### config.mk
export PLATFORM = sky130hd
export DESIGN_NAME = uart_upper_echo
export DESIGN_NICKNAME = d
export VERILOG_FILES = /design/src/source/uart_echo_pkg.sv /design/src/source/greeting_sender.sv /design/src/source/uart_rx.sv /design/src/source/uart_tx.sv /design/src/source/uart_upper_echo.sv
export SDC_FILE = /design/constraint.sdc
export NUM_CORES = 1
export LEC_CHECK = 0
export BUFFER_PORTS_ARGS = -buffer_cell sky130_fd_sc_hd__buf_2
export CELL_PAD_IN_SITES_DETAIL_PLACEMENT = 1
export CELL_PAD_IN_SITES_GLOBAL_PLACEMENT = 1
export CORE_MARGIN = 5
export CORE_UTILIZATION = 44
export DETAILED_ROUTE_END_ITERATION = 6
export GPL_TIMING_DRIVEN = 0
export PLACE_DENSITY = 0.75
export SLEW_MARGIN = 20
export SYNTH_ARGS = -nofsm -noshare
export SYNTH_HDL_FRONTEND = slang
export SYNTH_HIERARCHICAL = 1
export SYNTH_SLANG_ARGS = --single-unit
### constraint.sdc
create_clock -name clk -period 2 [get_ports clk]
set_input_delay 0.4 -clock clk [delete_from_list [all_inputs] [get_ports clk]]
set_output_delay 0.4 -clock clk [all_outputs]
set_load 0.02 [all_outputs]
### src/source/uart_echo_pkg.sv
package uart_echo_pkg;

  // one serial character as it travels on every internal byte stream
  typedef logic [7:0] byte_t;

  // clock cycles in one bit time on the serial line
  localparam int CLKS_PER_BIT = 16;

  // the baud counter has to reach CLKS_PER_BIT itself, not only CLKS_PER_BIT-1,
  // because the transmitter holds its stop bit one cycle longer before it is ready
  typedef logic [$clog2(CLKS_PER_BIT + 1)-1:0] baud_count_t;

  // position of a bit inside a frame, 0 to 7 for data
  typedef logic [3:0] bit_count_t;

  // greeting text plus CR and LF
  localparam int GREETING_LEN = 19;

  // first character sits in the most significant byte, so GREETING[GREETING_LEN-1]
  // goes out first and GREETING[0] (the LF) goes out last
  localparam byte_t [GREETING_LEN-1:0] GREETING = {
    "Hello - to upper:",
    8'h0d,
    8'h0a
  };

endpackage

### src/source/greeting_sender.sv
`timescale 1ns/1ns

module greeting_sender
  import uart_echo_pkg::*;
(
  input  logic  clk,
  input  logic  rst_n,
  input  logic  greet_start,
  output logic  chr_valid,
  output byte_t chr_data,
  input  logic  chr_ready,
  output logic  greet_done
);

  typedef logic [$clog2(GREETING_LEN)-1:0] greet_index_t;

  // counts down, since the first character is the top byte of GREETING
  greet_index_t idx;

  logic chr_fire;
  logic last_chr;

  assign chr_fire = chr_valid && chr_ready;
  assign last_chr = (idx == '0);

  assign chr_data = GREETING[idx];

  // high in the same cycle as the transfer of the final byte
  assign greet_done = chr_fire && last_chr;

  always_ff @(posedge clk) begin
    if (!rst_n) begin
      chr_valid <= 1'b0;
      idx       <= '0;
    end else begin
      if (greet_start) begin
        chr_valid <= 1'b1;
        idx       <= greet_index_t'(GREETING_LEN - 1);
      end else if (chr_fire) begin
        if (last_chr) begin
          chr_valid <= 1'b0;
        end else begin
          idx <= idx - 1'b1;
        end
      end
    end
  end

  // restarting in the middle of the text would cut the greeting short
  assert property (@(posedge clk) disable iff (!rst_n) greet_start |-> !chr_valid);

endmodule

### src/source/uart_rx.sv
`timescale 1ns/1ns

module uart_rx
  import uart_echo_pkg::*;
(
  input  logic  clk,
  input  logic  rst_n,
  input  logic  urx_pin,
  output logic  urx_valid,
  output byte_t urx_data,
  input  logic  urx_ready
);

  typedef enum logic [1:0] {
    RX_IDLE,
    RX_START,
    RX_DATA,
    RX_STOP
  } rx_state_t;

  rx_state_t   state;
  baud_count_t baud_cnt;
  bit_count_t  bit_cnt;
  byte_t       shift_reg;

  // two-flop synchronizer plus one more stage for the falling edge
  logic urx_meta;
  logic urx_sync;
  logic urx_prev;

  logic baud_half;
  logic baud_last;

  // the start bit is checked half a bit after the edge, which puts every
  // later sample in the middle of its bit
  assign baud_half = (baud_cnt == baud_count_t'(CLKS_PER_BIT / 2 - 1));
  assign baud_last = (baud_cnt == baud_count_t'(CLKS_PER_BIT - 1));

  always_ff @(posedge clk) begin
    if (!rst_n) begin
      urx_meta <= 1'b1;
      urx_sync <= 1'b1;
      urx_prev <= 1'b1;
    end else begin
      urx_meta <= urx_pin;
      urx_sync <= urx_meta;
      urx_prev <= urx_sync;
    end
  end

  always_ff @(posedge clk) begin
    if (!rst_n) begin
      state     <= RX_IDLE;
      baud_cnt  <= '0;
      bit_cnt   <= '0;
      urx_valid <= 1'b0;
    end else begin
      if (urx_valid && urx_ready) begin
        urx_valid <= 1'b0;
      end

      case (state)
        RX_IDLE: begin
          if (urx_prev && !urx_sync) begin
            baud_cnt <= '0;
            state    <= RX_START;
          end
        end

        RX_START: begin
          if (baud_half) begin
            baud_cnt <= '0;
            bit_cnt  <= '0;
            // a glitch that is high again by mid-bit is not a start bit
            state    <= urx_sync ? RX_IDLE : RX_DATA;
          end else begin
            baud_cnt <= baud_cnt + 1'b1;
          end
        end

        RX_DATA: begin
          if (baud_last) begin
            baud_cnt  <= '0;
            shift_reg <= {urx_sync, shift_reg[7:1]};
            bit_cnt   <= bit_cnt + 1'b1;
            if (bit_cnt == bit_count_t'(7)) begin
              state <= RX_STOP;
            end
          end else begin
            baud_cnt <= baud_cnt + 1'b1;
          end
        end

        RX_STOP: begin
          if (baud_last) begin
            baud_cnt <= '0;
            state    <= RX_IDLE;
            // a low stop bit is a framing error and the byte is dropped
            if (urx_sync) begin
              urx_valid <= 1'b1;
              urx_data  <= shift_reg;
            end
          end else begin
            baud_cnt <= baud_cnt + 1'b1;
          end
        end

        default: state <= RX_IDLE;
      endcase
    end
  end

  // the top level relies on a pending byte staying put until it takes it
  assert property (@(posedge clk) disable iff (!rst_n)
    urx_valid && !urx_ready |=> $stable(urx_data));

endmodule

### src/source/uart_tx.sv
`timescale 1ns/1ns

module uart_tx
  import uart_echo_pkg::*;
(
  input  logic  clk,
  input  logic  rst_n,
  input  logic  utx_valid,
  input  byte_t utx_data,
  output logic  utx_ready,
  output logic  utx_pin
);

  typedef enum logic [1:0] {
    TX_IDLE,
    TX_START,
    TX_DATA,
    TX_STOP
  } tx_state_t;

  tx_state_t   state;
  baud_count_t baud_cnt;
  bit_count_t  bit_cnt;
  byte_t       shift_reg;

  logic baud_last;

  assign baud_last = (baud_cnt == baud_count_t'(CLKS_PER_BIT - 1));

  always_ff @(posedge clk) begin
    if (!rst_n) begin
      state     <= TX_IDLE;
      baud_cnt  <= '0;
      bit_cnt   <= '0;
      utx_ready <= 1'b1;
      utx_pin   <= 1'b1;
    end else begin
      case (state)
        TX_IDLE: begin
          if (utx_valid && utx_ready) begin
            shift_reg <= utx_data;
            utx_ready <= 1'b0;
            utx_pin   <= 1'b0;
            baud_cnt  <= '0;
            state     <= TX_START;
          end
        end

        TX_START: begin
          if (baud_last) begin
            baud_cnt  <= '0;
            bit_cnt   <= '0;
            utx_pin   <= shift_reg[0];
            shift_reg <= shift_reg >> 1;
            state     <= TX_DATA;
          end else begin
            baud_cnt <= baud_cnt + 1'b1;
          end
        end

        TX_DATA: begin
          if (baud_last) begin
            baud_cnt <= '0;
            if (bit_cnt == bit_count_t'(7)) begin
              utx_pin <= 1'b1;
              state   <= TX_STOP;
            end else begin
              bit_cnt   <= bit_cnt + 1'b1;
              utx_pin   <= shift_reg[0];
              shift_reg <= shift_reg >> 1;
            end
          end else begin
            baud_cnt <= baud_cnt + 1'b1;
          end
        end

        TX_STOP: begin
          // counts one cycle past the bit time, so ready comes back the
          // cycle after the stop bit has fully gone out
          if (baud_cnt == baud_count_t'(CLKS_PER_BIT)) begin
            utx_ready <= 1'b1;
            state     <= TX_IDLE;
          end else begin
            baud_cnt <= baud_cnt + 1'b1;
          end
        end

        default: state <= TX_IDLE;
      endcase
    end
  end

  // a new frame may only start from an idle line
  assert property (@(posedge clk) disable iff (!rst_n) utx_ready |-> utx_pin);

endmodule

### src/source/uart_upper_echo.sv
`timescale 1ns/1ns

module uart_upper_echo
  import uart_echo_pkg::*;
(
  input  logic clk,
  input  logic rst_n,
  input  logic urx_pin,
  output logic utx_pin
);

  typedef enum logic [1:0] {
    IDLE,
    GREET,
    GREET_WAIT,
    ECHO
  } echo_state_t;

  echo_state_t state;

  logic  urx_valid;
  byte_t urx_data;
  logic  urx_ready;

  logic  utx_valid;
  byte_t utx_data;
  logic  utx_ready;

  logic  chr_valid;
  byte_t chr_data;
  logic  chr_ready;

  logic  greet_start;
  logic  greet_done;

  // single entry between the receiver and the transmitter
  logic  echo_valid;
  byte_t echo_data;
  byte_t upper_data;

  uart_rx uart_rx_inst (
    .clk      (clk),
    .rst_n    (rst_n),
    .urx_pin  (urx_pin),
    .urx_valid(urx_valid),
    .urx_data (urx_data),
    .urx_ready(urx_ready)
  );

  uart_tx uart_tx_inst (
    .clk      (clk),
    .rst_n    (rst_n),
    .utx_valid(utx_valid),
    .utx_data (utx_data),
    .utx_ready(utx_ready),
    .utx_pin  (utx_pin)
  );

  greeting_sender greeting_sender_inst (
    .clk        (clk),
    .rst_n      (rst_n),
    .greet_start(greet_start),
    .chr_valid  (chr_valid),
    .chr_data   (chr_data),
    .chr_ready  (chr_ready),
    .greet_done (greet_done)
  );

  // 'a' through 'z' sit exactly 20h above 'A' through 'Z'
  assign upper_data = (urx_data >= 8'h61 && urx_data <= 8'h7a) ? urx_data - 8'h20 : urx_data;

  assign greet_start = (state == GREET);

  always_ff @(posedge clk) begin
    if (!rst_n) begin
      state      <= IDLE;
      echo_valid <= 1'b0;
    end else begin
      if (echo_valid && utx_ready) begin
        echo_valid <= 1'b0;
      end

      case (state)
        IDLE:       state <= GREET;
        GREET:      state <= GREET_WAIT;
        GREET_WAIT: begin
          if (greet_done) begin
            state <= ECHO;
          end
        end
        ECHO: begin
          // a new byte may land in the same cycle the old one leaves
          if (urx_valid && urx_ready) begin
            echo_valid <= 1'b1;
            echo_data  <= upper_data;
          end
        end
        default: state <= IDLE;
      endcase
    end
  end

  // only one source is ever active, the greeting before ECHO and the echo after
  assign chr_ready = utx_ready;
  assign utx_valid = chr_valid || echo_valid;
  assign utx_data  = (state == ECHO) ? echo_data : chr_data;
  assign urx_ready = (state == ECHO) && (!echo_valid || utx_ready);

  assert property (@(posedge clk) disable iff (!rst_n) !(chr_valid && echo_valid));

  // bytes arriving during the greeting stay in the receiver
  assert property (@(posedge clk) disable iff (!rst_n)
    state != ECHO && urx_valid |=> urx_valid);

endmodule
; ---- Yosys cells after proc, flatten, opt, wreduce, memory -nomap -nowiden
; Memory sizes are Yosys's and may differ from the RTL's.
; Index checks and enable logic that the tools add are counted.
[totals]
reg_bits = 69
memories = 1
out_inout_bits = 1
ramBits = 0
latchBits = 0
wordCells = 161
romBits = 256
in_bits = 3
[op_classes]
reduce_logical = 41
eq_ne = 29
div_mod_pow = 0
n_mul = 0
order_cmp = 3
n_bitwise = 2
shift = 0
muxes = 58
add_sub_neg = 6
[mem_list]
columns = memory, words, word_bits, rd, rd_ports_with_merged_regs, write_ports, line
row1 = (no name shown), 32, 8, 1, 0, 0, greeting_sender.sv:26  ; assign chr_data = GREETING[idx];
[op_table]
columns = cell, count
row1 = $mux W8, 7
row2 = $mux W5, 9
row3 = $pmux W5 S3, 2
row4 = $mux W2, 12
row5 = $pmux W8 S3, 1
row6 = $mux W4, 5
row7 = $ne A2 B1 Y1 const B, 10
row8 = $pmux W2 S4, 2
row9 = $pmux W4 S2, 2
row10 = $mux W1, 15
row11 = $eq A2 B2 Y1 const B, 6
row12 = $reduce_and A3 Y1, 4
row13 = $reduce_and A4 Y1, 3
row14 = $add A5 B1 Y5 const B, 2
row15 = $eq A5 B4 Y1 const B, 2
row16 = $reduce_and A2 Y1, 5
row17 = $reduce_and A5 Y1, 2
row18 = $reduce_bool A2 Y1, 5
row19 = $add A4 B1 Y4 const B, 2
row20 = $eq A4 B3 Y1 const B, 2
row21 = $ge A8 B7 Y1 const B, 1
row22 = $le A8 B7 Y1 const B, 1
row23 = $logic_and A1 B1 Y1, 8
row24 = $ne A2 B2 Y1 const B, 4
row25 = 17 further kinds, 27

; ---- Longest topological paths before layout
[logic_depth]
ltp_word = 8
mapped_depth = 8
ltp_nobuf = 8

; ---- Hierarchy
; The synthesis kept the hierarchy.
[modules_own_cells]
columns = mod, seq_area_each_um2, cells_each, area_each_um2, instances
row1 = uart_rx, 780.7, 106, 1313.8, 1
row2 = uart_tx, 500.5, 114, 1192.4, 1
row3 = uart_upper_echo, 300.3, 51, 635.6, 1
row4 = greeting_sender, 120.1, 72, 569.3, 1

; ---- Worst setup path after synthesis
; No wires, ideal clock.
[synth_timing]
path_type = register to register
startpoint = register greeting_sender_inst.idx[1]
endpoint = register uart_tx_inst.shift_reg[2], data pin
path_buffers = 0
setup_time_ps = 260
path_slack_ps = -66
required_time_ps = 1740
synth_period_minus_slack_ps = 2066
path_stages_with_launch = 8
arrival_ps = 1806
cell_sequence = dfxtp_1 -> inv_1 -> ha_1 -> nor2b_1 -> a211oi_1 -> o31a_1 -> mux2_2 -> mux2_2
[synth_between]
elab_chain_len = 5
[synth_lines]
columns = item, line
row1 = start: declaration, greeting_sender.sv:18  ; greet_index_t idx;
row2 = start signal: assignment, greeting_sender.sv:38  ; idx <= greet_index_t'(GREETING_LEN - 1);
row3 = start signal: assignment, greeting_sender.sv:43  ; idx <= idx - 1'b1;
row4 = $mem_v2 Z32 W8, -
row5 = $mux W8 (implied by the code), greeting_sender.sv:26
row6 = named net chr_data[2], uart_upper_echo.sv:30  ; byte_t chr_data;
row7 = $mux W8, uart_upper_echo.sv:106  ; assign utx_data = (state == ECHO) ? echo_data : chr_data;
row8 = named net utx_data[2], uart_upper_echo.sv:26  ; byte_t utx_data;
row9 = $mux W8, uart_tx.sv:40  ; if (utx_valid && utx_ready) begin
row10 = $pmux W8 S3, uart_tx.sv:38  ; case (state)
row11 = end signal: assignment, uart_tx.sv:41  ; shift_reg <= utx_data;
row12 = end signal: assignment, uart_tx.sv:54  ; shift_reg <= shift_reg >> 1;
row13 = end signal: assignment, uart_tx.sv:70  ; shift_reg <= shift_reg >> 1;
row14 = end: declaration, uart_tx.sv:24  ; byte_t shift_reg;
; The timed path passes the listed nets, and every way through them passes these cells. The select of a mux whose other input is x is not followed.
; A chain may end at the register's enable or synchronous reset.

; ---- Worst setup path after layout
[layout_timing]
startpoint = register uart_rx_inst.baud_cnt[0]
endpoint = register uart_rx_inst.bit_cnt[2]
[layout_between]
elab_chain_len = 3
elab_cells_between_ends = 5
cone_classes = eq/ne (4) / reduce/logical (1)
[layout_lines]
columns = item, line
row1 = start: declaration, uart_rx.sv:22  ; baud_count_t baud_cnt;
row2 = start signal: assignment, uart_rx.sv:77  ; baud_cnt <= baud_cnt + 1'b1;
row3 = start signal: assignment, uart_rx.sv:90  ; baud_cnt <= baud_cnt + 1'b1;
row4 = start signal: assignment, uart_rx.sv:104  ; baud_cnt <= baud_cnt + 1'b1;
row5 = $eq A5 B4 Y1 or $eq A5 B3 Y1 (tied branches), "uart_rx.sv:37, uart_rx.sv:36"
row6 = $ne A2 B1 Y1 (no line), -
row7 = $reduce_and A3 Y1 (no line) (*), -
row8 = end signal: assignment, uart_rx.sv:85  ; bit_cnt <= bit_cnt + 1'b1;
row9 = end: declaration, uart_rx.sv:23  ; bit_count_t bit_cnt;
; Every way passes the cells marked *; elsewhere a longest branch is shown, timed or not.

==> impl_results.md <==
- First DRT Iteration DRCs: 78
- Final instance count without filler cells: 473
- Final instance area: 4194 um^2
- Setup Skew: 0.008810 ns
- # hold bufs at CTS: 0
- TritonCTS Sinks: 69
- Dpl hpwl: 5.513 mm
- Met1 Wirelength: 3.966 mm
- Yosys reg bits: 69
- Clock transition at path regs: 0.08 ns
- Slew @ Worst Pin: 0.5577 ns
- Syn_area_per_cell: 10.82 um^2
- TritonCTS clock tree: done
- Global-route wire length before repair: 13.72 mm
- Dpl ws: -0.5144 ns
- Num rows: 33
- Worst setup margin: -0.004432 ns
- WHS: 0.2334 ns
- Final setup vio count: 1
- IO Pins: 4
- Commonest non-fill, non-tap cell in the layout: dfxtp_1
- Yosys cell types: 73
- Overall die width: 101.8 um
- Max Cap Viol: 0
- Synth top area cells: edfxtp_1 (26%), dfxtp_1 (20%), ha_1 (7.8%)
- CTS max path bufs: 2
- Post-Syn Instances: 343
- Clk Latency, worst-skew pair: 0.34 ns
- Drt pass-1 iters: 4
- Nets: 389
- Worst path arrival time: 2.23 ns
- Slowest stage delay, CP: 0.65 ns
- Area leader, netlist: edfxtp_1
- Required @ worst endpoint: 2.22 ns
- Critical path capture point type: register
- Worst slew margin: 62.82%
- Primary FF master, synth: dfxtp_1
- WL met3: 197 um
- Initial core utilization: 45.17%
- Cell count along the critical path: 5
- Peak supply drop: 0.0004904 V
- Post-Place Cells: 451
- Status: finished, violations left
- R2R depth: 5
- Critical path type: reg2reg
- Sw Share: 35.30%
- Routability Congestion: 0.7923
- Period utilization: 100.2%
- Critical-path top delay cell: or4b_1
- Die area: 10370 um^2
- DR vias/cell: 5.600
- Drt total wl: 8.228 mm
- Power Dens Cells: 1078 nW/um^2
- Clock power share: 23.4%
- CTS Buf Count: 9
- # diodes: 0
- Slew Viols, Final: 0
- RSZ-0062 raised after global routing: true
- Fin Setup TNS: -0.004432 ns
- Hold path depth: 2
- Share of cells above drive strength 1: 22.83%
- Ys async rst share: 0%
- Final worst path period need: 2.004 ns
- Post-synth EDFFs: 32
- Register share of total power: 40.3%
- Net count after synthesis: 369
- Sequential element share of the synthesized area: 45.85%
- Post-synth top area share: 25.89%
- Most frequent cells in the layout: dfxtp_1 (33), edfxtp_1 (32), nand2_1 (21)
- Drt drc: 0
- Cell Int Power: 2.926 mW
- Uppermost layer routed: met4
- Hold Vio Cnt, Final: 0
- Core area: 8217 um^2
- Clock Tree Root: clkbuf_8
- Number of global-route vias before repair: 2706
- H-tree depth: 3
- Synth-to-layout area growth: 13.01%
- Die Y: 101.8 um
- Syn. warnings: 6
- Total congestion overflow: 0
- Final antenna-violating net count: 0
- Total track usage: 16.91%
- Met2 wire length: 3.988 mm
- CP delay by family, top: simple AND/OR/NAND/NOR gates
- Worst-path fanout max: 7
- Min-Delay Path Class: in2reg
- Crit path buffers/inverters: 0
- # port buffers: 3
- Cell Chain, Critical Path: ha_1 > nand3b_1 > or4b_1 > nand4_1 > o211ai_1
- Combinational share of power: 36.3%
- Largest net degree at the start of global routing: 19
- Post-synthesis cell area: 3711 um^2
- Vias: 2649
- Total net switching power: 1.597 mW
- Number of fill cells in the layout: 903
- Violated checks: negative setup slack
- Worst setup SP type: register
- Placed Area: 3865 um^2
- Number of antenna violations at the first check in global routing: 0
- Routed length per instance: 17.40 um
- Max Clock Freq: 0.4989 GHz
- Leakage: 1.590 nW
==> power by group through the flow <==
| stage | registers, mW | logic, mW | clock network (mW) |
|---|---|---|---|
| detailed placement | 1.86 | 1.48 | 0 |
| finish | 1.82 | 1.64 | 1.06 |
| global placement | 1.85 | 1.42 | 0 |
| floorplan | 1.82 | 1.17 | 0 |
| CTS | 1.82 | 1.58 | 1.10 |
| global route | 1.84 | 1.81 | 1.17 |
==> through the flow <==
step           util [%]  total power, mW
6_report          51.04            4.523
3_3_place_gp      47.04            3.266
3_5_place_dp      47.04            3.337
4_1_cts           49.96            4.496
5_1_grt           51.04            4.829
2_1_floorplan         -            2.986
==> final timing paths <==
check	from	endpoint	slack, ns
setup reg to reg	uart_rx_inst/baud_cnt[0]$_SDFFE_PN0P_	uart_rx_inst/bit_cnt[2]$_SDFFE_PN0P_	-0.004
setup / recovery	uart_rx_inst/baud_cnt[0]$_SDFFE_PN0P_	uart_rx_inst/bit_cnt[2]$_SDFFE_PN0P_	-0.004
hold reg to reg	uart_rx_inst/shift_reg[0]$_DFFE_PP_	uart_rx_inst/urx_data[0]$_DFFE_PP_	0.43
hold / removal	urx_pin	uart_rx_inst/urx_meta$_SDFF_PN1_	0.23
==> layer usage <==
layer | vias up | track usage (%)
met5 | - | 0
met4 | 0 | 4.945
met3 | 6 | 4.232
met2 | 24 | 27.46
met1 | 1313 | 22.49
li1 | 1306 | -
==> cell type report <==
type	instances	area (um^2)	share of cell area (%)
flip-flops and latches	69	1712	40.81
inverters	19	73.82	1.760
clock inverters	7	55.05	1.313
plain buffers	15	93.84	2.237
clock buffers	9	123.9	2.953
well taps	105	131.4	3.132
multi-input cells	240	1941	46.27
repair buffers	9	63.81	1.521
==> worst register-to-register path, cell delays in order (launching register included) <==
cell and delay, ns:
dfxtp_1 0.37, ha_1 0.31, nand3b_1 0.36, or4b_1 0.65, nand4_1 0.12, o211ai_1 0.09
==> cell families after synthesis <==
group	after synthesis	synth area share, %
other	1	0.1010
muxes	20	5.968
buffers and inverters	34	4.214
AOI/OAI and AO/OA	73	15.51
adders and majority gates	23	7.755
and+or+nand+nor	117	19.18
xor gates and xnor gates	6	1.416
DFF	69	45.85
==> synthesized netlist by cell type (2+ instances only) <==
master / count
a211oi_1: 3
a21boi_0: 3
a21boi_1: 3
a21oi_1: 12
a21oi_2: 2
a32oi_1: 2
and3_1: 4
buf_2: 5
buf_4: 2
buf_6: 2
clkbuf_1: 6
dfxtp_1: 37
edfxtp_1: 32
ha_1: 23
inv_1: 18
mux2_2: 16
mux2i_1: 3
nand2_1: 21
nand2b_1: 8
nand3_1: 13
nand3b_1: 7
nand4_1: 6
nand4b_1: 2
nor2_1: 15
nor2b_1: 10
nor3_1: 7
nor4_1: 2
o2111ai_1: 3
o211a_1: 5
o211ai_1: 3
o21a_1: 3
o21ai_0: 11
o21ai_1: 2
o2bb2ai_1: 2
o31a_1: 5
or3_1: 3
or4b_1: 2
xor2_1: 5
==> timing repair <==
action,4_1_cts,5_1_grt
gates resized for setup,12,17
gates cloned,0,0
setup buffers,2,4
endpoints found under the setup margin,29,29
pin swaps,1,4
No activity file was read; power rests on OpenSTA's default activity.
